## src/common/rv_core_pkg.sv

```systemverilog
package rv_core_pkg;

    // Architectural register and bus width
    localparam int XLEN = 32;

    // A data or instruction word
    typedef logic [XLEN-1:0] word_t;

    // Byte address as seen by the core
    typedef logic [XLEN-1:0] addr_t;

    // Word address, the byte address without its two low bits
    typedef logic [XLEN-3:0] waddr_t;

    // Instruction returned to the core, err set when the bus answered with an error
    typedef struct packed {
        word_t instr;
        logic  err;
    } fetch_rsp_t;

    // Branch request from execute, valid for a single cycle
    typedef struct packed {
        logic  valid;
        addr_t target;
    } branch_t;

endpackage

```

## src/common/wb_bus_pkg.sv

```systemverilog
package wb_bus_pkg;

    import rv_core_pkg::*;

    // Master to slave half of a classic Wishbone cycle
    typedef struct packed {
        logic       cyc;
        logic       stb;
        logic       we;
        waddr_t     adr;
        logic [3:0] sel;
        word_t      dat;
    } wb_req_t;

    // Slave to master half, ack and err are single cycle pulses
    typedef struct packed {
        logic  ack;
        logic  err;
        word_t dat;
    } wb_rsp_t;

    // Which master currently holds the shared bus
    typedef enum logic [1:0] {
        OWN_NONE,
        OWN_FETCH,
        OWN_DATA
    } bus_owner_e;

endpackage

```

## src/hw/bus_arbiter.sv

```systemverilog
`timescale 1ns/1ps

module bus_arbiter
    import wb_bus_pkg::*;
(
    input  logic    clk_i,
    input  logic    reset_i,
    input  wb_req_t fetch_req_i,
    input  wb_req_t data_req_i,
    output wb_rsp_t fetch_rsp_o,
    output wb_rsp_t data_rsp_o,
    output logic    fetch_gnt_o,
    output wb_req_t mem_req_o,
    input  wb_rsp_t mem_rsp_i
);

    bus_owner_e owner_q;
    bus_owner_e owner_c;
    logic       owner_held;

    // The registered owner keeps the bus only while its cycle is still open
    assign owner_held = ((owner_q == OWN_FETCH) && fetch_req_i.cyc) ||
                        ((owner_q == OWN_DATA) && data_req_i.cyc);

    always_comb begin
        if (owner_held) begin
            owner_c = owner_q;
        end else if (data_req_i.cyc) begin
            owner_c = OWN_DATA;
        end else if (fetch_req_i.cyc) begin
            owner_c = OWN_FETCH;
        end else begin
            owner_c = OWN_NONE;
        end
    end

    always_ff @(posedge clk_i) begin
        if (reset_i) begin
            owner_q <= OWN_NONE;
        end else begin
            owner_q <= owner_c;
        end
    end

    always_comb begin
        mem_req_o   = '0;
        fetch_rsp_o = '0;
        data_rsp_o  = '0;
        case (owner_c)
            OWN_FETCH: begin
                mem_req_o   = fetch_req_i;
                fetch_rsp_o = mem_rsp_i;
            end
            OWN_DATA: begin
                mem_req_o  = data_req_i;
                data_rsp_o = mem_rsp_i;
            end
            default: ;
        endcase
    end

    assign fetch_gnt_o = (owner_c == OWN_FETCH);

    // The slave only answers a granted strobe, so an answer always has an owner
    a_rsp_has_owner: assert property (
        @(posedge clk_i) disable iff (reset_i)
        (mem_rsp_i.ack || mem_rsp_i.err) |-> (owner_c != OWN_NONE)
    );

endmodule

```

## config.mk

```make
export PLATFORM = sky130hd
export DESIGN_NAME = bus_arbiter
export DESIGN_NICKNAME = d
export VERILOG_FILES = /design/src/common/rv_core_pkg.sv /design/src/common/wb_bus_pkg.sv /design/src/hw/bus_arbiter.sv
export SDC_FILE = /design/constraint.sdc
export NUM_CORES = 1
export LEC_CHECK = 0
export ABC_AREA = 1
export BUFFER_PORTS_ARGS = -buffer_cell sky130_fd_sc_hd__buf_2
export CAP_MARGIN = 20
export CORE_AREA = 2 2 121 123
export DETAILED_ROUTE_END_ITERATION = 6
export DIE_AREA = 0 0 123 125
export HOLD_SLACK_MARGIN = 0.08
export PLACE_DENSITY = 0.47
export RECOVER_POWER = 25
export SYNTH_ARGS = -nofsm -noshare
export SYNTH_HDL_FRONTEND = slang
export SYNTH_SLANG_ARGS = --single-unit
```

## constraint.sdc

```tcl
create_clock -name clk_i -period 1.3 [get_ports clk_i]
set_input_delay 0.065 -clock clk_i [delete_from_list [all_inputs] [get_ports clk_i]]
set_output_delay 0.065 -clock clk_i [all_outputs]
set_load 0.01 [all_outputs]
```

; Word level (Yosys, flattened, before mapping)
; Cells that the tools add are included.
; W data, S select, Z words.
[word_totals]
reg_bits = 2
wordCells = 14
output_inout_bits = 138
[op_classes]
eq_ne = 4
muxes = 6
reduce_logical = 3
[ops]
columns = operator, n
row1 = $pmux W69 S2, 1
row2 = $mux W34, 2
row3 = $eq A2 B1 Y1 const B, 2
row4 = $eq A2 B2 Y1 const B, 2
row5 = $mux W2, 2
row6 = $logic_and A1 B1 Y1, 2
row7 = $logic_or A1 B1 Y1, 1
row8 = $mux W1, 1

; Longest topological paths before layout
[depth]
word_depth = 6
mapped_depth = 9
ltp_nobuf = 7

; Least setup slack after synthesis
; Ideal clock, no wire load.
[synth_path]
path_type = flip-flop to output port
from = register owner_q[1]
to = output mem_req_o[53] (netlist name)
stages_incl_launch_ff = 10
required_ns = 1.235
arrival_time_ns = 1.469
path_buffers = 3
path_slack_ns = -0.234
path_cell_list = dfxtp_1 inv_1 nand3_1 nand2_1 inv_1 ha_1 buf_2 buf_2 buf_2 a21oi_1
[synth_rtl]
columns = element, line_no
row1 = start: declaration, bus_arbiter.sv:17  ; bus_owner_e owner_q;
row2 = start signal: assignment, bus_arbiter.sv:41  ; owner_q <= owner_c;
row3 = end: declaration, bus_arbiter.sv:13  ; output wb_req_t mem_req_o,

==> impl_metrics.env <==
export IMPL_clk_sinks=2
export IMPL_synth_main_ff_cell="dfxtp_1"
export IMPL_finalHoldViolCount=0
export IMPL_route_final_wire_length_um=12800
export IMPL_count_of_pins_over_their_slew_limit=0
export IMPL_post_synth_top_count_cell="nand2_1"
export IMPL_die_width_um=123
export IMPL_area_growth_synth_to_final_pct=232
export IMPL_netlist_top_cell_by_area="nand2_1"
export IMPL_min_period_over_period_pct=131
export IMPL_post_drt_via_cell_ratio=3.94
export IMPL_area_sequential_um2=42.5
export IMPL_netlist_area_leader_share_pct=48.1
export IMPL_power_total_mw=2.66
export IMPL_io_buffers=311
export IMPL_p_per_area_nw_per_um2=492
export IMPL_drc_errors=0
export IMPL_worstPathRequired_ns=1.24
export IMPL_crit_fanout=6
export IMPL_dp_hpwl_um=8100
export IMPL_grt_antenna_before_repair=0
export IMPL_drt_antenna_violating_nets=0
export IMPL_fin_crit_ns=1.71
export IMPL_hold_class="input port to register"
export IMPL_startpoint_type="register"
export IMPL_floorplan_die_area_um2=15400
export IMPL_total_of_fill_cells_in_the_finished_design=1523
export IMPL_postSynthCellCount=387
export IMPL_clk_insertion_delay_late_ns=0.22
export IMPL_run_status="finished with violations"
export IMPL_gr_total_overflow=0
export IMPL_final_setup_tns_ns=-45.24
export IMPL_netlist_area_um2=1630
export IMPL_grt_first_pass_wirelength_um=16600
export IMPL_crit_arrival_ns=1.64
export IMPL_synth_yosys_warnings=0
export IMPL_drt_first_iter_violations=77
export IMPL_crit_type="register to output pin"
export IMPL_largest_register_ffs=2
export IMPL_place_congestion=0.802
export IMPL_largest_net_degree_at_the_start_of_global_routing=46
export IMPL_worst_setup_hold_path_clk_slew_ns=0.03
export IMPL_final_setup_worst_slack_ns=-0.409
export IMPL_total_via_count_after_detailed_routing=3594
export IMPL_register_with_the_highest_flop_count="owner_q"
export IMPL_ys_ff_latch=2
export IMPL_max_cap_violations=0
export IMPL_setup_violations_final=138
export IMPL_starting_density_of_the_core_pct=11.5
export IMPL_worst_r2r_setup_slack_ns=0.30
export IMPL_static_leakage_power_nw=3.19
export IMPL_first_global_vias=3252
export IMPL_first_pass_iters=5
export IMPL_multi_input_area_um2=1920
export IMPL_row_count=44
export IMPL_synth_edf_count=0
export IMPL_biggestRegsByFlops="owner_q x2"
export IMPL_cts_htree_levels=1
export IMPL_coreArea_um2=14200
export IMPL_grt_total_usage_pct=13.7
export IMPL_cts_buffers=3
export IMPL_cts_root_buf="clkbuf_16"
export IMPL_die_height_um=125
export IMPL_clock_tree_buffer_depth=2
export IMPL_violations="setup timing"
export IMPL_post_layout_nonfiller_instances=912
export IMPL_synth_distinct_cells=10
export IMPL_tritoncts="built"
export IMPL_synth_sequential_area_ratio_pct=2.46
export IMPL_route_detailed_wl_per_inst_um=14.0
export IMPL_cp_endpoint_kind="output pin"
export IMPL_avgSynthCellArea_um2=4.21
export IMPL_placedCellCount=875
export IMPL_worst_skew_ns=0.00165
export IMPL_maxClockFrequency_mhz=585
export IMPL_synthTopCellsByArea="nand2_1, a21oi_1, inv_1"
export IMPL_nets=906
export IMPL_syn_nets=563
export IMPL_worst_slew_margin_rel_pct=86.1
export IMPL_asyncSetResetFlopFracSynth_pct=0
export IMPL_vdd_ir_drop_max_uv=365
export IMPL_grt_setup_unrepaired="true"
export IMPL_dp_slack_ns=-0.182
export IMPL_insertedDiodeCount=0
export IMPL_io_pins=312
export IMPL_ys_top_cells_by_count="nand2_1, inv_1, a21oi_1, buf_2, clkbuf_1"
export IMPL_timing_worst_slew_pin_value_ns=0.208
export IMPL_drive_above_1_share_pct=73.8
-- timing repair --
item                       CTS  global route
hold buffers                 1             0
hold endpoints to repair     2             0
cloned                      11            10
gates resized for setup     83           150
pin swaps                    6             9
setup endpoints to repair  138           138
setup buffers               10             4
-- through the flow --
step                      instance area [um^2]  hold slack, ns  util, %
after floorplan                           2010           0.134        -
after global placement                    3910           0.248     27.5
after detailed placement                  3910           0.248     27.5
after CTS                                 4710           0.273     33.1
after global routing                      5410           0.337     38.1
final                                     5410           0.321     38.1
-- logic make-up after synthesis --
group	Yosys count	share of synthesized area, %
simple gates	211	48.7
buf+inv	102	25.9
flops	2	2.46
compound gates	70	21.5
fa+ha+maj	2	1.53
-- per-layer routing --
metal / GRT usage (%) / part of all wire (%) / up-vias
li1: - / - / 1831
met1: 15.7 / 40 / 1611
met2: 26.5 / 53 / 142
met3: 2.46 / 6.1 / 10
met4: 1.87 / 0.96 / 0
met5: 0 / 0 / -
-- path summary, 6_finish.rpt --
kind	from	to	cells past startpoint
worst max-delay path	owner_q[1]	data_rsp_o[19]	11
worst min-delay path	fetch_req_i[68]	owner_q[0]	4
worst max register to register	owner_q[0]	owner_q[1]	6
worst min register to register	owner_q[1]	owner_q[0]	5
-- report_power, final --
part           switching (mW)  internal (mW)  leakage, nW  total (mW)
logic                    1.05           1.09         3.14        2.14
registers             0.00211         0.0660       0.0172      0.0682
clock network          0.0650          0.391       0.0370       0.456
total                    1.12           1.54         3.19        2.66
-- cells in the final DEF, fill, tap and decap left out --
master         Yosys  final
a21oi_2            0     38
nand2_2            0     35
inv_4              0      1
nand2_1          209    140
buf_2             22    257
inv_2              0     34
a21oi_4            0     20
nand2_4            0     34
buf_12             0     13
buf_4              3     14
buf_16             0      8
ha_4               0      2
dfxtp_2            0      2
bufbuf_16          0      1
buf_8              0      5
clkbuf_16          0     11
nand3_4            0      1
nor2_1             1      1
dlygate4sd3_1      0      1
a21oi_1           70     12
buf_6              0     61
inv_1             72     37
-- layout make-up --
class                      count  area share, %
tap                          184           4.25
sequential                     2          0.786
inverter                      72           5.04
timing repair buffer         368           53.1
multi-input combinational    283           35.4
clock buffer                   3           1.39
-- critical path, cell delays in order (launching register included) --
cell	delay, ns
dfxtp_2	0.30
inv_2	0.06
nand3_4	0.09
nand2_4	0.10
inv_2	0.04
ha_4	0.18
buf_12	0.13
buf_12	0.14
clkbuf_16	0.16
nand2_2	0.05
inv_1	0.03
buf_2	0.13
Note: power is estimated with default switching activity, not from simulation.
