<file path="src/common/rv_core_pkg.sv">
package rv_core_pkg;

    // Architectural register and bus width
    localparam int XLEN = 32;

    // A data or instruction word
    typedef logic [XLEN-1:0] word_t;

    // Byte address as seen by the core
    typedef logic [XLEN-1:0] addr_t;

    // Word address, the byte address without its two low bits
    typedef logic [XLEN-3:0] waddr_t;

    // Instruction returned to the core, err set when the bus answered with an error
    typedef struct packed {
        word_t instr;
        logic  err;
    } fetch_rsp_t;

    // Branch request from execute, valid for a single cycle
    typedef struct packed {
        logic  valid;
        addr_t target;
    } branch_t;

endpackage

</file>
<file path="src/hw/fetch/pc_unit.sv">
`timescale 1ns/1ps

module pc_unit
    import rv_core_pkg::*;
(
    input  logic    clk_i,
    input  logic    reset_i,
    input  logic    instr_done_i,
    input  branch_t branch_i,
    input  logic    vec_load_i,
    input  word_t   vec_pc_i,
    input  logic    save_epc_i,
    output addr_t   pc_o,
    output addr_t   uepc_o
);

    addr_t pc_q;
    addr_t uepc_q;

    // Vector load wins over a branch, which wins over the plain step
    always_ff @(posedge clk_i) begin
        if (reset_i) begin
            pc_q <= '0;
        end else if (vec_load_i) begin
            pc_q <= vec_pc_i;
        end else if (branch_i.valid) begin
            pc_q <= branch_i.target;
        end else if (instr_done_i) begin
            pc_q <= pc_q + addr_t'(4);
        end
    end

    // The current PC already points past the last delivered instruction
    always_ff @(posedge clk_i) begin
        if (reset_i) begin
            uepc_q <= '0;
        end else if (save_epc_i) begin
            uepc_q <= pc_q;
        end
    end

    assign pc_o   = pc_q;
    assign uepc_o = uepc_q;

    a_pc_aligned: assert property (
        @(posedge clk_i) disable iff (reset_i)
        (vec_load_i || branch_i.valid || instr_done_i) |=> (pc_q[1:0] == 2'b00)
    );

endmodule

</file>
<file path="config.mk">
export PLATFORM = sky130hd
export DESIGN_NAME = pc_unit
export DESIGN_NICKNAME = d
export VERILOG_FILES = /design/src/common/rv_core_pkg.sv /design/src/hw/fetch/pc_unit.sv
export SDC_FILE = /design/constraint.sdc
export NUM_CORES = 1
export LEC_CHECK = 0
export BUFFER_PORTS_ARGS = -buffer_cell sky130_fd_sc_hd__clkbuf_2
export CORE_MARGIN = 4
export CORE_UTILIZATION = 35
export CTS_CLUSTER_SIZE = 24
export DETAILED_ROUTE_END_ITERATION = 16
export SETUP_SLACK_MARGIN = 0.15
export SLEW_MARGIN = 0
export SYNTH_ARGS = -nofsm -noshare
export SYNTH_HDL_FRONTEND = slang
export SYNTH_SLANG_ARGS = --single-unit
</file>
<file path="constraint.sdc">
create_clock -name clk_i -period 2.8 [get_ports clk_i]
set_input_delay 0.28 -clock clk_i [delete_from_list [all_inputs] [get_ports clk_i]]
set_output_delay 0.28 -clock clk_i [all_outputs]
set_load 0.03 [all_outputs]
</file>
Yosys cells after proc, flatten, opt, wreduce, memory -nomap -nowiden
Index checks and enable logic that the tools add are counted.
- flip-flop bits (word level): 64
- bits in latches: 0
- RAM bits: 0
- ROM bits: 0
- input bits: 70
- logic and storage cells: 7
- memories: 0
- add/subtract/negate cells: 1
- multiply operators: 0
- div/mod/pow operators: 0
- magnitude comparators: 0
- equal/unequal tests: 0
- shifts and indexed selects: 0
- mux-type cells: 3
- bitwise operators: 0
- reduce and logical (&&, ||, !) cells: 1
- operator list (cell ; number):
    $mux 32 ; 3
    $add 32x3->32 const B ; 1
    $reduce_bool 3->1 ; 1

Longest topological paths before layout
Gate-level depths: netlist of run 1.
- depth after elaboration: 4
- gate-level depth with buffers: 7
- gate-level depth less buffers: 6

Worst setup path after synthesis of run 1
No wires, ideal clock.
- path kind: flip-flop to flip-flop
- from: reg pc_q[2], in the netlist pc_o[2]
- to: reg pc_q[16], in the netlist pc_o[16]
- library setup time: 0.132 ns
- data arrival time: 1.895 ns
- slack: 0.773 ns
- cell stages (with the launch flop): 7
- buffers on the path: 0
- clock period less this slack: 2.027 ns
- path through: dfxtp_1 > ha_1 > nand3_2 > nor4_4 > nand3_1 > a222oi_1 > nor3_1
- longest elaborated chain between the ends: 4
- RTL lines (item ; line ; source):
    start, declared ; pc_unit.sv:17 ; addr_t pc_q;
    start signal, assigned ; pc_unit.sv:25 ; pc_q <= vec_pc_i;
    start signal, assigned ; pc_unit.sv:27 ; pc_q <= branch_i.target;
    start signal, assigned ; pc_unit.sv:29 ; pc_q <= pc_q + addr_t'(4);
    $add 32x3->32 ; pc_unit.sv:29 ;
    $mux 32 ; pc_unit.sv:28 ; end else if (instr_done_i) begin
    $mux 32 ; pc_unit.sv:26 ; end else if (branch_i.valid) begin
    $mux 32 ; pc_unit.sv:24 ; end else if (vec_load_i) begin
No other way between the ends. The select of a mux whose other input is x is not followed.
A chain may end at the register's enable or synchronous reset.

Final worst setup path of run 1
Ends and elaborated chain as after synthesis.

==> flow_summary.ini, run 1 <==
[timing]
fin_tns_setup_ns = 0
fin_ws_ns = 0.645
timing.slew.headroom_pct = 45.5
timing.final.crit_share_pct = 77.0
report.final.setup_viol = 0
slew_viol_final = 0
worst_pin_slew_ns = 0.815
rsz0062_at_grt = no
fin_crit_ns = 2.16
hold_viol = 0
fmax_ghz = 0.464
skew_ns = 0.0129

[hold_path]
min_path_type = in2reg
whs_path_depth = 3

[cells_and_area]
final_nets = 602
fillers = 985
num_antenna_cells = 0
drive_above_1_share_pct = 31.2
fin_cells = 669
stdcell_area_um2 = 4400
syn2layout_area_growth_pct = 27.1

[floorplanning]
die_w_um = 107
die_area_um2 = 11500
die_h_um = 107
start_util_pct = 35.7
fp.coreArea_um2 = 9680
rows = 36
pin_count = 134

[critical_path]
startpoint = pc_o[2]
reg2reg_from = pc_o[2]
cp.required_ns = 3.02
startpoint_type = flop
r2r_end = pc_o[16]
critPathKind = reg2reg
r2r_cells = 6
crit_end = pc_o[16]
rrSetupSlack_ns = 0.64
cp-end-kind = flop
worst-endpoint-arrival_ns = 2.38
crit_fanout = 10

[routing]
first_iter_violations = 206
wl_um = 10800
ant_nets = 0
dr.pass1.iters = 4
viasPerCell = 5.24
drc = 0
vias = 3504
avgRoutedWirePerCell_um = 16.1

[pwr]
pwr-share-comb_pct = 19.8
p_int_mw = 1.54
p_sw_uw = 702
power_mw = 2.24
power.density_nw_per_um2 = 510
ir_drop_mv = 0.243
p_clk_share_pct = 34.0
p_leak_nw = 2.04
swShare_pct = 31.3
seqPwrFrac_pct = 46.1

[grt]
top_usage_layer = met2
grt_pass1_wl_um = 17000
grt_use_met3_pct = 3.78
grt_pass1_vias = 3407
grt_use_total_pct = 18.6
grt_max_degree = 59
use_met2_pct = 31.5
gr-usage-met1_pct = 23.2
antenna_found_initial = 0
grt_overflow = 0

[clocking]
clk_pin_slew_ns = 0.08
cts_buffer_depth = 2
cts_root_buffer = clkbuf_8
cts-resized-gates = 0
cts_setup_buffers = 0
htreeDepth = 3
hold_buffers = 0
cts_tree = done
insertion_delay_ns = 0.34
numCtsBuffers = 9
cts_num_sinks = 64

[logic_synthesis]
ys_seq_area_share_pct = 37.0
synth-main-ff-cell = dfxtp_1
yosys.area.top_type = dfxtp_1
ys.warnings.count = 0
synth_nets = 482
syn_area_per_cell_um2 = 8.42
synth-edff-count = 0
ys_types = 57
synth_area_um2 = 3460
synth-async-reset-ratio_pct = 0
ys_ff_latch = 64
synth_area_leaders = dfxtp_1 (37%), mux2i_1 (12%), nor2_1 (6.9%)
syn_inst = 411
synthDominantCellAreaShare_pct = 37.0

[place]
place_hpwl_um = 7780
place_area_um2 = 4220
place.gp.congestion = 0.815
io_buffers = 133
dp_cells = 653
pre_cts_ws_ns = 0.613

[status]
status = finished clean

[flow_run]
drv_cap = 0
stage by stage:
| stage | hold slack [ns] | utilization (%) |
|---|---|---|
| after floorplan | 0.422 | - |
| after global placement | 0.473 | 43.6 |
| after detailed placement | 0.479 | 43.6 |
| after CTS | 0.160 | 45.4 |
| after global routing | 0.165 | 45.4 |
| final | 0.170 | 45.4 |
state kept, by name, indices dropped and copies added (netlist names):
signal	cells
pc_o	32
uepc_o	32
routing by layer:
layer  part of all wire, %  wire, µm
met1                    44      4790
met4                   1.8       191
met5                     0         0
met2                    48      5190
met3                   5.6       607
Yosys cell counts (6+ instances only):
cell	count
a211oi_1	9
a21oi_1	29
a22oi_1	10
buf_1	7
clkbuf_1	18
dfxtp_1	64
inv_1	9
mux2i_1	41
nand2_1	26
nand3_1	14
nor2_1	64
nor3_1	9
o21ai_0	12
or3_1	6
xnor2_1	7
xor2_1	7
worst min path at each step:
stage / to / from
floorplan: pc_o[9] / vec_pc_i[9]
global placement: uepc_o[1] / uepc_o[1]
detailed placement: uepc_o[6] / uepc_o[6]
CTS: pc_o[1] / vec_pc_i[1]
global route: pc_o[7] / vec_pc_i[7]
finish: pc_o[7] / vec_pc_i[7]
critical path, cell delays in order (launching register included):
cell and delay [ns]:
dfxtp_1 0.46, ha_1 0.25, nand3_2 0.27, nor4_4 0.53, nand3_1 0.13, a222oi_1 0.32, nor3_1 0.08
area by class of cell:
| cell class | instances | area, µm² | share of cell area [%] |
|---|---|---|---|
| timing repair buffer | 141 | 726 | 16.5 |
| clock inverter | 4 | 45.0 | 1.02 |
| inverter | 9 | 33.8 | 0.768 |
| multi-input combinational | 306 | 2010 | 45.7 |
| clock buffer | 12 | 135 | 3.07 |
| sequential | 64 | 1280 | 29.1 |
| tap | 133 | 166 | 3.78 |
power by group through the flow:
stage	combinational (mW)	clock, mW	sequential, mW
2_1_floorplan	0.205	0	1.13
3_3_place_gp	0.443	0	1.05
3_5_place_dp	0.446	0	1.05
4_1_cts	0.449	0.784	1.03
5_1_grt	0.486	0.825	1.04
6_report	0.445	0.763	1.03
logic make-up after synthesis:
group	count (synthesis)	synth area share, %
xor gates and xnor gates	14	3.54
DFF	64	37.0
muxes	41	11.9
adders and majority gates	1	0.361
AOI/OAI and AO/OA	93	18.0
buffers and inverters	41	4.88
and+or+nand+nor	157	24.3
placed cells by master (no fill, tap or decap), types with 3 or more instances in the layout:
cell type  Yosys  layout
clkbuf_2       1     133
nor2_1        64      64
dfxtp_1       64      64
mux2i_1       41      41
a21oi_1       29      29
nand2_1       26      26
nand3_1       14      14
o21ai_0       12      12
a22oi_1       10      10
inv_1          9       9
nor3_1         9       9
a211oi_1       9       9
clkbuf_8       0       9
buf_4          0       8
xor2_1         7       7
xnor2_1        7       7
or3_1          6       6
and3_1         5       5
nand4_1        4       4
nor2b_1        4       4
o221ai_1       4       4
nor4_4         3       3
o22ai_1        3       3
nor3b_1        3       3
o31ai_1        3       3
a211o_1        3       3
clkbuf_1      18       3
clkinv_2       0       3
No activity file was read; power rests on OpenSTA's default activity.
==> inputs of run 2 (changes only) <==
- clock period: 2.8 -> 2 ns (I/O delays scaled with it)
==> flow_summary.ini, run 2 (synthesis results as in run 1) <==
[clocking]
hold_buffers = 0
cts_tree = done
cts_root_buffer = clkbuf_8
numCtsBuffers = 9
insertion_delay_ns = 0.34
htreeDepth = 3
cts_buffer_depth = 2
cts_num_sinks = 64
clk_pin_slew_ns = 0.07

[floorplanning]
die_h_um = 107
die_area_um2 = 11500
die_w_um = 107
pin_count = 134
start_util_pct = 35.7
fp.coreArea_um2 = 9680
rows = 36

[cells_and_area]
fillers = 961
syn2layout_area_growth_pct = 35.4
final_cell_mix = clkbuf_2 (133), nor2_1 (64), dfxtp_1 (56)
register_area_um2 = 1300
drive_above_1_share_pct = 35.9
multi_input_area_um2 = 2060
mostFrequentLayoutCell = clkbuf_2
num_antenna_cells = 0
final_nets = 623

[timing]
timing.final.crit_share_pct = 89.0
fin_ws_ns = 0.220
rsz0062_at_grt = no
fin_tns_setup_ns = 0
skew_ns = 0.0105
worst_pin_slew_ns = 0.856
hold_viol = 0
slew_viol_final = 0
report.final.setup_viol = 0
fin_crit_ns = 1.78
fmax_ghz = 0.562
timing.slew.headroom_pct = 42.8

[routing]
vias = 3581
avgRoutedWirePerCell_um = 16.0
viasPerCell = 5.19
first_iter_violations = 159
wl_um = 11000
dr.pass1.iters = 4
ant_nets = 0
drc = 0

[critical_path]
startpoint_type = flop
critPathKind = reg2reg
crit_fanout = 8
worst-endpoint-arrival_ns = 2.01
cp.required_ns = 2.23
cp-end-kind = flop

[pwr]
p_leak_nw = 2.18
power_mw = 3.42
power.density_nw_per_um2 = 729
ir_drop_mv = 0.366

[flow_run]
drv_cap = 0

[place]
io_buffers = 133
pre_cts_ws_ns = 0.101
place_hpwl_um = 7940
place.gp.congestion = 0.813

[grt]
antenna_found_initial = 0
grt_overflow = 0
grt_max_degree = 60
grt_pass1_vias = 3408
grt_use_total_pct = 18.7
grt_pass1_wl_um = 17100

[status]
status = finished clean

[hold_path]
min_path_type = in2reg
-- run 2: cell types whose count changed in the layout (fill, tap and decap cells not counted), sizes merged --
cell,previous run,this run
buf,8,29
bufinv,1,2
clkbuf,145,147
clkinv,3,0
-- run 2: through the flow --
step                hold slack [ns]  util (%)  instances  cell area [µm²]
finish                       0.0814      48.4        690             4690
global route                 0.0868      48.4        690             4690
CTS                          0.0674      47.5        683             4600
detailed placement            0.449      44.8        666             4340
global placement              0.445      44.8        666             4340
floorplan                     0.342         -        411             3470
-- run 2: worst paths after layout --
kind                            cells after the start  slack (ns)        start          to
worst max-delay path                                6        0.22      pc_o[9]    pc_o[16]
worst min-delay path                                3        0.08  vec_pc_i[9]     pc_o[9]
worst max register to register                      6        0.22      pc_o[9]    pc_o[16]
worst min register to register                      2        0.49   uepc_o[22]  uepc_o[22]
-- run 2: where the power goes --
| part | switching [mW] | internal, mW | total [mW] |
|---|---|---|---|
| combinational | 0.403 | 0.255 | 0.658 |
| clock | 0.511 | 0.807 | 1.32 |
| sequential | 0.0923 | 1.35 | 1.44 |
| total | 1.01 | 2.41 | 3.42 |
-- run 2: timing repair --
action,in CTS,in global routing
setup endpoints to repair,6,17
pin swaps,2,3
buffers inserted,1,7
resized for setup,2,10
gates cloned,0,0
-- run 2: layer usage --
layer	GRT usage, %	wire length [µm]	part of all wire, %	vias up
met4	6.04	194	1.8	0
met2	31.2	5390	49	106
met3	5.28	684	6.2	14
met1	23.2	4770	43	1690
li1	-	-	-	1771
met5	0	0	0	-
-- run 2: area by class of cell --
| class | count | share of cell area [%] |
|---|---|---|
| clock buffer | 14 | 3.68 |
| timing repair buffer | 162 | 19.1 |
| clock inverter | 2 | 1.28 |
| sequential | 64 | 27.8 |
| tap | 133 | 3.55 |
| multi-input combinational | 306 | 43.9 |
| inverter | 9 | 0.721 |
-- run 2: critical path: stages, from the launching register on --
cell and delay, ns:
dfxtp_1 0.46, nand4_4 0.23, nor4_4 0.31, buf_4 0.19, nand3_1 0.08, a222oi_1 0.32
nor3_1 0.08
