--- config.mk ---
export PLATFORM = sky130hd
export DESIGN_NAME = fetch_ctrl
export DESIGN_NICKNAME = d
export VERILOG_FILES = /design/src/common/rv_core_pkg.sv /design/src/common/wb_bus_pkg.sv /design/src/hw/fetch/fetch_ctrl.sv
export SDC_FILE = /design/constraint.sdc
export NUM_CORES = 1
export LEC_CHECK = 0
export BUFFER_PORTS_ARGS = -buffer_cell sky130_fd_sc_hd__buf_2
export CORE_MARGIN = 2
export CORE_UTILIZATION = 40
export DETAILED_ROUTE_END_ITERATION = 10
export GPL_TIMING_DRIVEN = 1
export PLACE_DENSITY = 0.79
export SETUP_SLACK_MARGIN = 0.2
export SLEW_MARGIN = 10
export SYNTH_ARGS = -nofsm -noshare
export SYNTH_HDL_FRONTEND = slang
export SYNTH_SLANG_ARGS = --single-unit
--- constraint.sdc ---
create_clock -name clk_i -period 5.1 [get_ports clk_i]
set_clock_uncertainty 0.05 [all_clocks]
set_input_delay 1.02 -clock clk_i [delete_from_list [all_inputs] [get_ports clk_i]]
set_output_delay 1.02 -clock clk_i [all_outputs]
set_load 0.02 [all_outputs]
--- src/common/rv_core_pkg.sv ---
package rv_core_pkg;

    // Architectural register and bus width
    localparam int XLEN = 32;

    // A data or instruction word
    typedef logic [XLEN-1:0] word_t;

    // Byte address as seen by the core
    typedef logic [XLEN-1:0] addr_t;

    // Word address, the byte address without its two low bits
    typedef logic [XLEN-3:0] waddr_t;

    // Instruction returned to the core, err set when the bus answered with an error
    typedef struct packed {
        word_t instr;
        logic  err;
    } fetch_rsp_t;

    // Branch request from execute, valid for a single cycle
    typedef struct packed {
        logic  valid;
        addr_t target;
    } branch_t;

endpackage

--- src/common/wb_bus_pkg.sv ---
package wb_bus_pkg;

    import rv_core_pkg::*;

    // Master to slave half of a classic Wishbone cycle
    typedef struct packed {
        logic       cyc;
        logic       stb;
        logic       we;
        waddr_t     adr;
        logic [3:0] sel;
        word_t      dat;
    } wb_req_t;

    // Slave to master half, ack and err are single cycle pulses
    typedef struct packed {
        logic  ack;
        logic  err;
        word_t dat;
    } wb_rsp_t;

    // Which master currently holds the shared bus
    typedef enum logic [1:0] {
        OWN_NONE,
        OWN_FETCH,
        OWN_DATA
    } bus_owner_e;

endpackage

--- src/hw/fetch/fetch_ctrl.sv ---
`timescale 1ns/1ps

module fetch_ctrl
    import rv_core_pkg::*;
    import wb_bus_pkg::*;
(
    input  logic       clk_i,
    input  logic       reset_i,
    input  logic       advance_i,
    input  addr_t      pc_i,
    input  logic       irq_i,
    input  addr_t      vtable_base_i,
    input  addr_t      vtable_offset_i,
    output wb_req_t    bus_req_o,
    input  wb_rsp_t    bus_rsp_i,
    input  logic       bus_gnt_i,
    output fetch_rsp_t fetch_rsp_o,
    output logic       data_ready_o,
    output logic       vec_load_o,
    output word_t      vec_pc_o,
    output logic       save_epc_o
);

    typedef enum logic [1:0] {
        VEC_IDLE,
        VEC_WAIT,
        VEC_LOAD
    } vec_state_e;

    typedef enum logic [1:0] {
        PF_IDLE,
        PF_WAIT,
        PF_DONE
    } pf_state_e;

    vec_state_e vec_state_q;
    pf_state_e  pf_state_q;

    logic   initialized_q;
    logic   irq_pending_q;
    logic   req_active_q;
    waddr_t req_adr_q;
    word_t  instr_q;
    logic   instr_err_q;
    logic   data_ready_q;
    logic   vec_load_q;
    word_t  vec_pc_q;
    logic   save_epc_q;

    addr_t vec_addr;
    logic  both_idle;
    logic  take_vector;
    logic  vec_start;
    logic  pf_start;
    logic  bus_done;
    logic  vec_served;

    assign vec_addr    = vtable_base_i + vtable_offset_i;
    assign both_idle   = (vec_state_q == VEC_IDLE) && (pf_state_q == PF_IDLE);
    assign take_vector = !initialized_q || irq_pending_q;
    assign vec_start   = advance_i && both_idle && take_vector;
    assign pf_start    = advance_i && both_idle && !take_vector;

    // The bus answer only counts while this master owns the bus
    assign bus_done   = bus_gnt_i && (bus_rsp_i.ack || bus_rsp_i.err);
    assign vec_served = (vec_state_q == VEC_WAIT) && bus_gnt_i && bus_rsp_i.ack;

    // Interrupt stays pending until a vector lookup completes
    always_ff @(posedge clk_i) begin
        if (reset_i) begin
            irq_pending_q <= 1'b0;
        end else if (vec_served) begin
            irq_pending_q <= 1'b0;
        end else if (irq_i) begin
            irq_pending_q <= 1'b1;
        end
    end

    always_ff @(posedge clk_i) begin
        if (reset_i) begin
            vec_state_q   <= VEC_IDLE;
            pf_state_q    <= PF_IDLE;
            req_active_q  <= 1'b0;
            data_ready_q  <= 1'b0;
            vec_load_q    <= 1'b0;
            save_epc_q    <= 1'b0;
            initialized_q <= 1'b0;
        end else begin
            data_ready_q <= 1'b0;
            vec_load_q   <= 1'b0;
            save_epc_q   <= 1'b0;

            case (vec_state_q)
                VEC_IDLE: begin
                    if (vec_start) begin
                        req_active_q <= 1'b1;
                        save_epc_q   <= 1'b1;
                        vec_state_q  <= VEC_WAIT;
                    end
                end
                VEC_WAIT: begin
                    if (bus_done) begin
                        req_active_q <= 1'b0;
                        // An error leaves the core uninitialized so the lookup is retried
                        if (bus_rsp_i.ack) begin
                            vec_load_q    <= 1'b1;
                            initialized_q <= 1'b1;
                        end
                        vec_state_q <= VEC_LOAD;
                    end
                end
                // One extra cycle lets the PC settle before the next advance
                VEC_LOAD: vec_state_q <= VEC_IDLE;
                default:  vec_state_q <= VEC_IDLE;
            endcase

            case (pf_state_q)
                PF_IDLE: begin
                    if (pf_start) begin
                        req_active_q <= 1'b1;
                        pf_state_q   <= PF_WAIT;
                    end
                end
                PF_WAIT: begin
                    if (bus_done) begin
                        req_active_q <= 1'b0;
                        data_ready_q <= 1'b1;
                        pf_state_q   <= PF_DONE;
                    end
                end
                PF_DONE: pf_state_q <= PF_IDLE;
                default: pf_state_q <= PF_IDLE;
            endcase
        end
    end

    always_ff @(posedge clk_i) begin
        if (vec_start) begin
            req_adr_q <= vec_addr[XLEN-1:2];
        end else if (pf_start) begin
            req_adr_q <= pc_i[XLEN-1:2];
        end
        if ((vec_state_q == VEC_WAIT) && bus_done) begin
            vec_pc_q <= bus_rsp_i.dat;
        end
        if ((pf_state_q == PF_WAIT) && bus_done) begin
            instr_q     <= bus_rsp_i.dat;
            instr_err_q <= bus_rsp_i.err;
        end
    end

    assign bus_req_o = '{
        cyc: req_active_q,
        stb: req_active_q,
        we:  1'b0,
        adr: req_adr_q,
        sel: 4'b1111,
        dat: '0
    };

    assign fetch_rsp_o  = '{instr: instr_q, err: instr_err_q};
    assign data_ready_o = data_ready_q;
    assign vec_load_o   = vec_load_q;
    assign vec_pc_o     = vec_pc_q;
    assign save_epc_o   = save_epc_q;

    a_paths_exclusive: assert property (
        @(posedge clk_i) disable iff (reset_i)
        !((vec_state_q != VEC_IDLE) && (pf_state_q != PF_IDLE))
    );

endmodule

* Yosys cells after proc, flatten, opt, wreduce, memory -nomap -nowiden
Cells that the tools add are included.
W data, S select, Z words.
** Cells by class
- Reductions and logical operators :: 23
- Add/subtract/negate cells :: 1
- Eq/ne operators :: 6
- Multiplexer cells :: 16
- Bitwise operators :: 4
** Operator list (count)
- $mux W30 :: 2
- $add A32 B32 Y32 :: 1
- $logic_and A1 B1 Y1 :: 9
- $ne A2 B2 Y1 const B :: 4
- $pmux W2 S2 :: 2
- $mux W1 :: 7
- $mux W2 :: 3
- $reduce_or A2 Y1 :: 3
- $eq A2 B1 Y1 const B :: 2
- $logic_not A2 Y1 :: 2
- $not A1 Y1 :: 4
- $pmux W1 S2 :: 2
- $reduce_and A2 Y1 :: 2
- $reduce_and A3 Y1 :: 1
- $reduce_or A3 Y1 :: 1
- $logic_not A1 Y1 :: 2
- $logic_or A1 B1 Y1 :: 2
- $reduce_bool A2 Y1 :: 1
** Storage, ports and cells
- Word-level logic and storage cells :: 62
- Bits of input ports :: 135
- Output and inout port bits :: 137
- Bits in registers :: 105

* Logic depth before layout (Yosys ltp)
Gate-level depths: netlist (run 1).
- Word-level depth :: 8
- Gate-level depth with buffers :: 10

* Worst setup path before layout (run 1)
No wires, ideal clock.
- Path type :: input-to-reg
- Start :: input bus_rsp_i[32] in the netlist's numbering
- End :: register instr_err_q, enable pin
- Path buffers :: 0
- Data arrival time :: 3.823 ns
- Library setup time :: 0.477 ns
- Path slack :: 0.750 ns
- Stages :: 2
- Data required time :: 4.573 ns
- Path through :: o21ai_0 nor3b_1
** On the way
- Cells in the longest elaborated chain, start to end :: 3
** RTL lines
- start, declared :: RTL line fetch_ctrl.sv:15 : input wb_rsp_t bus_rsp_i,
- $logic_or A1 B1 Y1 :: RTL line fetch_ctrl.sv:65 : assign bus_done = bus_gnt_i && (bus_rsp_i.ack || bus_rsp_i.err);
- $logic_and A1 B1 Y1 :: RTL line fetch_ctrl.sv:65
- $logic_and A1 B1 Y1 :: RTL line fetch_ctrl.sv:146 : if ((pf_state_q == PF_WAIT) && bus_done) begin
- end signal, assigned :: RTL line fetch_ctrl.sv:148 : instr_err_q <= bus_rsp_i.err;
- end, declared :: RTL line fetch_ctrl.sv:44 : logic instr_err_q;
Every way passes these cells.
A chain may end at the register's enable or synchronous reset.

* Worst setup path in the final report (run 1)
- Start :: input vtable_base_i[5]
- End :: register req_adr_q[25] (data pin)
** On the way
- Cells in the longest elaborated chain, start to end :: 2
** RTL lines
- start, declared :: RTL line fetch_ctrl.sv:12 : input addr_t vtable_base_i,
- $add A32 B32 Y32 :: RTL line fetch_ctrl.sv:58 : assign vec_addr = vtable_base_i + vtable_offset_i;
- $mux W30 :: RTL line fetch_ctrl.sv:138 : if (vec_start) begin
- end signal, assigned :: RTL line fetch_ctrl.sv:139 : req_adr_q <= vec_addr[XLEN-1:2];
- end signal, assigned :: RTL line fetch_ctrl.sv:141 : req_adr_q <= pc_i[XLEN-1:2];
- end, declared :: RTL line fetch_ctrl.sv:42 : waddr_t req_adr_q;
Every way passes these cells.

==> summary.md, run 1 <==
| Metric | Value |
|---|---|
| Status | `finished, final reports clean` |
| Fin Setup TNS | `0 ps` |
| Routed WL | `about 13000 um` |
| Total GRT Usage | `19.1%` |
| Slew Limit Fails | `0` |
| First-pass detailed-route iteration total | `4` |
| CTS max path bufs | `2` |
| Slew @ Worst Pin | `approximately 1000 ps` |
| Grt total ovfl | `0` |
| Die area | `approximately 0.014 mm^2` |
| Period utilisation layout | `about two thirds` |
| Post-layout net count | `between 800 and 900` |
| Clock-pin slew on the worst setup and hold paths | `70 ps` |
| Final Critical Period | `around 3400 ps` |
| Antenna Nets Post-Route | `0` |
| Crit. End Element | `register` |
| Port Buffers | `between 200 and 250` |
| Sequential fraction of the synthesis area | `58.4%` |
| Worst EP required | `between 5000 and 6000 ps` |
| Area after DPL | `0.00644 mm^2` |
| Gpl congestion | `0.853` |
| Largest fanout on the critical path | `5` |
| Share of cells above drive strength 1 | `40.2%` |
| Post-cts resize count | `0` |
| Initial DRC count | `315` |
| Post-Syn Area | `approximately 0.0052 mm^2` |
| Die H | `~120 um` |
| Crit path from | `vtable_base_i[5]` |
| Post-synth EDFFs | `95` |
| CORE AREA | `between 0.01 and 0.015 mm^2` |
| Kind of critical path | `in2reg` |
| Drt drc | `0` |
| Fin cells | `840` |
| Peak VDD IR | `0.153 mV` |
| Final core occ | `53.2%` |
| Most common flop cell mapped by yosys | `edfxtp_1` |
| Rows | `just over 40` |
| CTS buffer count | `9` |
| Vias per cell | `slightly below 5` |
| Htree depth | `3` |
| First-pass GRT wire length | `approximately 21000 um` |
| Drt wl/cell | `about 16 um` |
| Critical path launch point type | `primary input` |
| Reg2reg start | `pf_state_q[1]` |
| Clock root buffer | `clkbuf_16` |
| Largest net degree at the start of global routing | `38` |
| CTS tree | `built` |
| Ys async rst share | `0%` |
| Max cap viols | `0` |
| Leakage | `2.97 nW` |
| Seq cells post-synth | `between 100 and 150` |
| Vias in the first global route | `4101` |
| Netlist cell types | `58` |
| Gate Count Post-Synth | `between 400 and 500` |
| Hold slack | `448 ps` |
| Initial antenna violation count | `1` |
| Final Setup Violations | `0` |
| DIE WIDTH | `about 120 um` |
| Final Cell Area | `between 0.006 and 0.007 mm^2` |
| Vias | `approximately 4100` |
| Area growth syn-to-layout | `28.9%` |
| Fmax | `between 200 and 300 MHz` |
| Clock latency on the worst-skew pair | `between 300 and 400 ps` |
| Pwr dens | `between 300 and 400 mW/mm^2` |
| Post-CTS setup buffer count | `0` |
| RSZ-0062 raised after global routing | `false` |
| Hold_buf cts | `0` |
| Hold WC Path Type | `reg2reg` |
| Clock sink count | `about 110` |
| Slew margin rel. | `a little under a third` |
| Yosys warns | `0` |
| Cell count after placement | `a little over 800` |
| Worst EP arrival | `3500 ps` |
| Hold_sp | `irq_pending_q` |
| Mean post-synth cell area | `12.2 um^2` |
| Post-DP HPWL | `approximately 10000 um` |
| # IOs | `between 200 and 300` |
| Starting Density | `around 41%` |
| Hold Vio Cnt, Final | `0` |
==> layout by cell type, fill, tap and decap left out, types with 5 or more instances in the layout <==
cell	netlist	layout
edfxtp_1	95	95
nor3_1	9	9
o21ai_0	27	27
nand3_1	8	8
inv_1	7	7
clkbuf_16	0	9
buf_2	0	232
nor2_1	15	14
buf_4	40	5
o21a_1	7	7
ha_1	30	30
xnor2_1	10	10
nand2_1	40	40
a21oi_1	21	21
nor2b_1	6	6
xor2_1	11	11
dfxtp_1	10	10
conb_1	2	37
o31ai_1	6	6
a21o_1	9	9
o21ai_1	5	5
nand4_1	6	6
==> stage by stage <==
stage	setup slack (ps)	power, mW
after floorplan	750	1.32
after global placement	1350	1.44
after detailed placement	1330	1.45
after CTS	1690	2.12
after global routing	1470	2.19
final	1650	2.10
==> cell families after synthesis <==
group	count (synthesis)	synth area share [%]
AOI/OAI and AO/OA	101	12.6
xor gates and xnor gates	21	3.52
adders and majority gates	30	7.18
buffers and inverters	57	6.97
DFF	105	58.4
muxes	1	0.192
other	2	0.144
and+or+nand+nor	112	10.9
==> cell usage after synthesis (all sizes together), types with 2 or more instances <==
library cell,n,area (um^2)
a211o,2,18.8
a211oi,4,42.5
a21o,9,67.6
a21oi,23,123
a311oi,2,17.5
a31o,2,17.5
a31oi,2,12.5
and2,4,25.0
and3,3,18.8
and4,2,17.5
buf,42,308
clkbuf,8,30.0
conb,2,7.51
dfxtp,10,200
edfxtp,95,2850
ha,30,375
inv,7,26.3
nand2,40,150
nand2b,3,18.8
nand3,8,40.0
nand4,6,37.5
nor2,16,62.6
nor2b,6,37.5
nor3,10,55.1
nor4,3,25.0
o21a,7,52.6
o21ai,33,169
o22ai,2,18.8
o31a,2,17.5
o31ai,6,45.0
or3,3,18.8
or4,3,22.5
xnor2,10,87.6
xor2,11,96.3
==> metal layers <==
metal	wire [um]	global-route usage (%)	up-vias	share of wire [%]
met5	0	0	-	0
met4	189	5.80	0	1.4
met3	1280	6.90	15	9.5
met2	6730	34.4	212	50
met1	5250	20.9	1892	39
li1	-	-	2005	-
==> final timing paths <==
check	slack, ps	endpoint	depth (start not counted)
setup / recovery	1650	req_adr_q[25]	11
hold reg to reg	450	irq_pending_q	2
hold / removal	450	irq_pending_q	2
setup reg to reg	2180	req_adr_q[25]	6
==> power breakdown <==
group	total [mW]	internal (mW)	switching, mW	leakage (nW)
Combinational	0.428	0.161	0.268	1.87
Clock	0.667	0.350	0.316	0.141
Sequential	1.00	0.992	0.0106	0.960
Total	2.10	1.50	0.594	2.97
==> area by class of cell <==
type / instances / area, um^2
fillers: 1106 / 5930
flip-flops and latches: 105 / 3050
multi-input cells: 302 / 1950
repair buffers: 237 / 1200
clock buffers: 10 / 239
well taps: 172 / 215
clock inverters: 6 / 50.0
inverters: 7 / 26.3
diodes: 1 / 2.50
==> sequential cells by signal, indices dropped and copies added, names as in the netlist <==
name	count
req_active_q	1
vec_load_o	1
initialized_q	1
irq_pending_q	1
vec_pc_o	32
data_ready_o	1
vec_state_q	2
instr_err_q	1
pf_state_q	2
save_epc_o	1
instr_q	32
req_adr_q	30
==> critical path: stages <==
cell      delay, ps
buf_2           100
ha_1            350
a211oi_1        300
nor2_2          110
nor4_2          350
nor3_2          140
o21ai_1         230
nand2_1         150
a21boi_1        300
nor4b_1          90
or3_1           360
(Power assumes the default switching activity.)
==> run 2, diff against run 1 <==
--- a/config.mk
+++ b/config.mk
@@ -5,6 +5,7 @@
 export SDC_FILE = /design/constraint.sdc
 export NUM_CORES = 1
 export LEC_CHECK = 0
+export ABC_AREA = 1
 export BUFFER_PORTS_ARGS = -buffer_cell sky130_fd_sc_hd__buf_2
 export CORE_MARGIN = 2
 export CORE_UTILIZATION = 40
==> constraint.sdc (replaced) <==
create_clock -name clk_i -period 2.96 [get_ports clk_i]
set_clock_uncertainty 0.05 [all_clocks]
set_input_delay 0.592 -clock clk_i [delete_from_list [all_inputs] [get_ports clk_i]]
set_output_delay 0.592 -clock clk_i [all_outputs]
set_load 0.02 [all_outputs]
==> run 2 against run 1 <==
Final area up 17%. Clock-buffer cell count is 1 lower. Highest routed layer unchanged. Utilization decreased by 1.6 points. Sequential power is 73% higher. Sequential cell count did not move. Sequential share of layout area decreased by 6.6 points. Setup slack worse by 820 ps. Wire length rose by 15%. First-iteration DRC count is 6.3% lower. Die area increased by 20%. Non-clock buffer count unchanged.
==> summary.md, run 2 <==
| Metric | Value |
|---|---|
| Status | `finished, final reports clean` |
| Peak VDD IR | `around 0.22 mV` |
| Sequential fraction of the synthesis area | `between 40% and 50%` |
| Post-synth EDFFs | `between 90 and 100` |
| Post-cts resize count | `0` |
| Mean post-synth cell area | `around 8 um^2` |
| Total GRT Usage | `18.3%` |
| Post-CTS setup buffer count | `0` |
| Initial DRC count | `295` |
| Setup ws final | `between 800 and 900 ps` |
| Hold slack | `~390 ps` |
| Part of the power in registers | `44.7%` |
| Ranking of synthesized cells by area | `edfxtp_1 (45%), nand2_1 (17%), inv_1 (8.0%)` |
| Grt total ovfl | `0` |
| Yosys warns | `0` |
| Vias in the first global route | `roughly 5100` |
| P_sw | `about 1.2 mW` |
| Critical path launch point type | `primary input` |
| Largest area contributor in the netlist | `edfxtp_1` |
| Htree depth | `3` |
| Clock-pin slew on the worst setup and hold paths | `80 ps` |
| Kind of critical path | `in2reg` |
| Multi-input gate area | `around 0.0025 mm^2` |
| Netlist cell types | `31` |
| Hold_buf cts | `0` |
| Largest fanout on the critical path | `4` |
| Antenna Nets Post-Route | `0` |
| Sequential Area | `about 0.0031 mm^2` |
| Clock root buffer | `clkbuf_16` |
| Drt wl/cell | `around 13 um` |
| Fmax | `approximately 470 MHz` |
| Seq cells post-synth | `~110` |
| Largest net degree at the start of global routing | `between 40 and 50` |
| Post-layout net count | `~1200` |
| Post-Syn Area | `0.00630 mm^2` |
| Max cap viols | `0` |
| Hold Vio Cnt, Final | `0` |
| Pwr dens | `491 mW/mm^2` |
| Ys async rst share | `0%` |
| Post-synth top cells | `nand2_1 (279), inv_1 (135), edfxtp_1 (95), nor2_1 (41), buf_4 (40)` |
| First-pass GRT wire length | `23800 um` |
| Post-DP HPWL | `roughly 13000 um` |
| Final core occ | `51.5%` |
| Leakage | `4.13 nW` |
| Die H | `between 100 and 150 um` |
| CTS max path bufs | `2` |
| Slew @ Worst Pin | `between 700 and 800 ps` |
| # IOs | `approximately 270` |
| Clock sink count | `between 100 and 150` |
| Share of cells above drive strength 1 | `27.5%` |
| CTS tree | `built` |
| Most common cell in the netlist | `nand2_1` |
| Period utilisation layout | `between 70% and 80%` |
| Worst EP arrival | `between 2000 and 2500 ps` |
| Most frequent cells in the layout | `nand2_1 (279), buf_2 (232), inv_1 (135)` |
| Final Critical Period | `between 2000 and 2500 ps` |
| Port Buffers | `232` |
| CTS buffer count | `9` |
| Final Setup Violations | `0` |
| Vias | `around 5400` |
| Most common flop cell mapped by yosys | `edfxtp_1` |
| Sw frac | `between 30% and 40%` |
| Internal Power | `~2.7 mW` |
| Clock latency on the worst-skew pair | `roughly 340 ps` |
| Logic pwr share | `a little under a quarter` |
| Initial antenna violation count | `0` |
| Starting Density | `about two fifths` |
| Worst slack at placement | `493 ps` |
| Routed WL | `approximately 15000 um` |
| Slew margin rel. | `53.3%` |
| Hold WC Path Type | `in2reg` |
| First-pass detailed-route iteration total | `4` |
| Drt drc | `0` |
| CORE AREA | `between 0.015 and 0.02 mm^2` |
| Crit. End Element | `register` |
| Vias per cell | `~4.4` |
| DIE WIDTH | `around 130 um` |
| Clock power frac | `a little under a third` |
| Area growth syn-to-layout | `25.3%` |
| Gpl congestion | `0.867` |
| Rows | `45` |
| N_diodes | `0` |
| Commonest non-fill, non-tap cell in the layout | `nand2_1` |
| Total power | `3.87 mW` |
| RSZ-0062 raised after global routing | `false` |
| Worst EP required | `approximately 3000 ps` |
| Die area | `about 0.017 mm^2` |
| Gate Count Post-Synth | `roughly 770` |
| Fin Setup TNS | `0 ps` |
| Slew Limit Fails | `0` |
| Synth top area share | `between 40% and 50%` |
| Fill cells | `about 1500` |
==> run 2: cell type report <==
cell class                      count  area share, %
Timing Repair Buffer              237           15.2
Clock inverter                      7           1.17
Clock buffer                        9           2.85
Tap cell                          211           3.34
Sequential cell                   105           38.7
Multi-Input combinational cell    519           32.2
Inverter                          137           6.52
==> run 2: worst paths after layout <==
| kind | from | end | slack, ps | cells past startpoint |
|---|---|---|---|---|
| setup / recovery | vtable_base_i[6] | req_adr_q[18] | 830 | 13 |
| hold / removal | bus_rsp_i[3] | vec_pc_o[3] | 390 | 1 |
| setup reg to reg | vec_state_q[1] | req_adr_q[3] | 1200 | 5 |
| hold reg to reg | irq_pending_q | irq_pending_q | 460 | 2 |
==> run 2: per-layer routing <==
layer / share of wire (%) / global-route usage, % / vias up
li1: - / - / 2816
met1: 40 / 21.5 / 2364
met2: 49 / 33.2 / 241
met3: 8.1 / 3.63 / 19
met4: 2.2 / 6.96 / 0
met5: 0 / 0 / -
==> run 2: power by group through the flow <==
stage	combinational [mW]	clock (mW)	sequential, mW
floorplan	0.566	0	1.85
global placement	0.901	0	1.76
detailed placement	0.914	0	1.76
CTS	0.917	1.26	1.73
global route	1.03	1.33	1.74
finish	0.917	1.23	1.73
==> run 2: critical path, stage by stage <==
cell and delay (ps):
buf_2 100, ha_1 350, nand2_1 130, inv_1 90, nand2_1 80, nor3_1 170
nand2_1 90, nand2_1 170, nand2_1 90, nand2_1 70, nand2_1 50, nand3_1 120
nand2_1 70
==> run 2: cells by family after synthesis <==
logic type | Yosys count | synth area share (%)
buffers and inverters | 183 | 13.4
adder cells (fa/ha/maj) | 30 | 5.96
AO/OA/AOI/OAI | 43 | 3.99
other | 2 | 0.119
flip-flops | 105 | 48.5
AND/OR/NAND/NOR | 394 | 26.0
XOR/XNOR | 15 | 2.09
==> run 2: stage by stage <==
step	cell area [um^2]	instances
floorplan	6430	807
global placement	7570	1209
detailed placement	7570	1209
CTS	7890	1225
global route	7890	1225
finish	7890	1225
==> run 3, diff against run 2 <==
--- a/config.mk
+++ b/config.mk
@@ -11,7 +11,7 @@
 export CORE_UTILIZATION = 40
 export DETAILED_ROUTE_END_ITERATION = 10
 export GPL_TIMING_DRIVEN = 1
-export PLACE_DENSITY = 0.79
+export PLACE_DENSITY = 0.76
 export SETUP_SLACK_MARGIN = 0.2
 export SLEW_MARGIN = 10
 export SYNTH_ARGS = -nofsm -noshare
==> constraint.sdc (replaced) <==
create_clock -name clk_i -period 2.21 [get_ports clk_i]
set_clock_uncertainty 0.05 [all_clocks]
set_input_delay 0.442 -clock clk_i [delete_from_list [all_inputs] [get_ports clk_i]]
set_output_delay 0.442 -clock clk_i [all_outputs]
set_load 0.02 [all_outputs]
==> run 3 against run 2 <==
Register-to-register slack worse by 640 ps. Via count up 1.3%. Largest cell class unchanged. Critical path depth down 2. Final cell count is 1.8% higher. Sequential power grew 34%. Utilization grew 1.2 points. Power is 32% higher. Final area up 2.4%. Critical path type unchanged.
==> summary.md, run 3 (same netlist as run 2, synthesis figures left out) <==
| Metric | Value |
|---|---|
| Status | `finished, final reports clean` |
| Rows | `45` |
| Fin cells | `approximately 1200` |
| CTS tree | `built` |
| Clock-pin slew on the worst setup and hold paths | `approximately 70 ps` |
| Vias | `between 5000 and 6000` |
| Crit path largest cell delay | `approximately 350 ps` |
| Final Critical Period | `1880 ps` |
| RSZ-0062 raised after global routing | `true` |
| Area growth syn-to-layout | `28.3%` |
| CTS buffer count | `9` |
| Largest fanout on the critical path | `5` |
| Die H | `about 130 um` |
| N_diodes | `0` |
| Post-CTS setup buffer count | `0` |
| Max cap viols | `0` |
| Most frequent cells in the layout | `nand2_1 (279), buf_2 (232), inv_1 (135)` |
| Hold_buf cts | `0` |
| Drt wl/cell | `roughly 13 um` |
| Drt drc | `0` |
| Post-layout net count | `1196` |
| Crit. End Element | `register` |
| Critical path's slowest cell | `ha_1` |
| # IOs | `around 270` |
| Antenna Nets Post-Route | `0` |
| Worst EP arrival | `1910 ps` |
| Htree depth | `3` |
| Fmax | `531 MHz` |
| Peak VDD IR | `approximately 0.28 mV` |
| Vias per cell | `approximately 4.4` |
| CTS max path bufs | `2` |
| Pwr dens | `between 600 and 700 mW/mm^2` |
| Total power | `about 5.1 mW` |
| Kind of critical path | `in2reg` |
| CORE AREA | `0.0153 mm^2` |
| Port Buffers | `232` |
| Share of cells above drive strength 1 | `approximately 29%` |
| Vias in the first global route | `5093` |
| Routed WL | `roughly 16000 um` |
| Crit-path most repeated cell | `nand2_1` |
| Grt total ovfl | `0` |
| Worst EP required | `roughly 2200 ps` |
| Clock root buffer | `clkbuf_16` |
| Initial antenna violation count | `0` |
| Starting Density | `around two fifths` |
| Cell count after placement | `1231` |
| Commonest non-fill, non-tap cell in the layout | `nand2_1` |
| Hold Vio Cnt, Final | `0` |
| Fin Setup TNS | `0 ps` |
| Leakage | `~4.2 nW` |
| First-pass GRT wire length | `~24000 um` |
| Final Setup Violations | `0` |
| DIE WIDTH | `129 um` |
| Post-cts resize count | `0` |
| Hold WC Path Type | `in2reg` |
| Clock latency on the worst-skew pair | `between 300 and 400 ps` |
| Post-DP HPWL | `between 10000 and 15000 um` |
| Gpl congestion | `0.862` |
| First-pass detailed-route iteration total | `4` |
| Initial DRC count | `221` |
| Clock sink count | `approximately 110` |
| Critical Path, Cell by Cell | `buf_2 -> ha_1 -> nand2_1 -> inv_1 -> nand2_1 -> nand2_1 -> a21oi_1 -> nand2_2 -> xnor2_1 -> buf_4 -> o21ai_2` |
| Slew Limit Fails | `0` |
| Period utilisation layout | `a little under nine tenths` |
| Critical path launch point type | `primary input` |
| Total GRT Usage | `a little under a fifth` |
| Largest net degree at the start of global routing | `30` |
| Die area | `between 0.015 and 0.02 mm^2` |
[run 3: cell count changes in the layout (fill, tap and decap cells not counted), sizes merged]
cell,delta
buf,+22
clkbuf,+1
bufinv,-1
[run 3: report_power, final]
group / switching (mW) / internal (mW)
clock network: 0.702 / 0.792
registers: 0.0257 / 2.29
logic: 0.821 / 0.475
total: 1.55 / 3.56
[run 3: final timing paths]
check,slack [ps],cells past startpoint,to,startpoint
setup / recovery,330,11,req_adr_q[12],vtable_base_i[8]
hold / removal,250,1,instr_err_q,bus_rsp_i[32]
setup reg to reg,560,7,req_adr_q[20],vec_state_q[1]
hold reg to reg,460,2,initialized_q,initialized_q
[run 3: routing by layer]
| layer | share of wire (%) | vias up | routed length [um] | GRT usage (%) |
|---|---|---|---|---|
| li1 | - | 2862 | - | - |
| met1 | 41 | 2417 | 6610 | 21.9 |
| met2 | 50 | 210 | 7900 | 34.0 |
| met3 | 6.8 | 23 | 1080 | 3.30 |
| met4 | 2.1 | 0 | 341 | 6.33 |
| met5 | 0 | - | 0 | 0 |
[run 3: stage by stage]
stage	utilization [%]	cell area (um^2)	hold slack, ps	worst slack (ps)
4_1_cts	52.7	8070	230	356
6_report	52.8	8080	246	328
2_1_floorplan	-	6440	424	150
3_5_place_dp	50.8	7780	446	7.79
3_3_place_gp	50.8	7780	436	-11.7
5_1_grt	52.8	8080	224	195
[run 3: worst max-delay path: cells and delay by family]
kind            cells  cell delay (ps)
simple gates        4              470
fa+ha+maj           1              350
buf+inv             3              300
compound gates      2              210
xor+xnor            1              160
[run 3: cell type report]
cell class | count | area [um^2]
repair buffers | 259 | 1400
clock buffers | 10 | 229
fillers | 1470 | 7230
well taps | 211 | 264
flip-flops and latches | 105 | 3050
clock inverters | 6 | 57.6
inverters | 137 | 514
multi-input cells | 519 | 2560
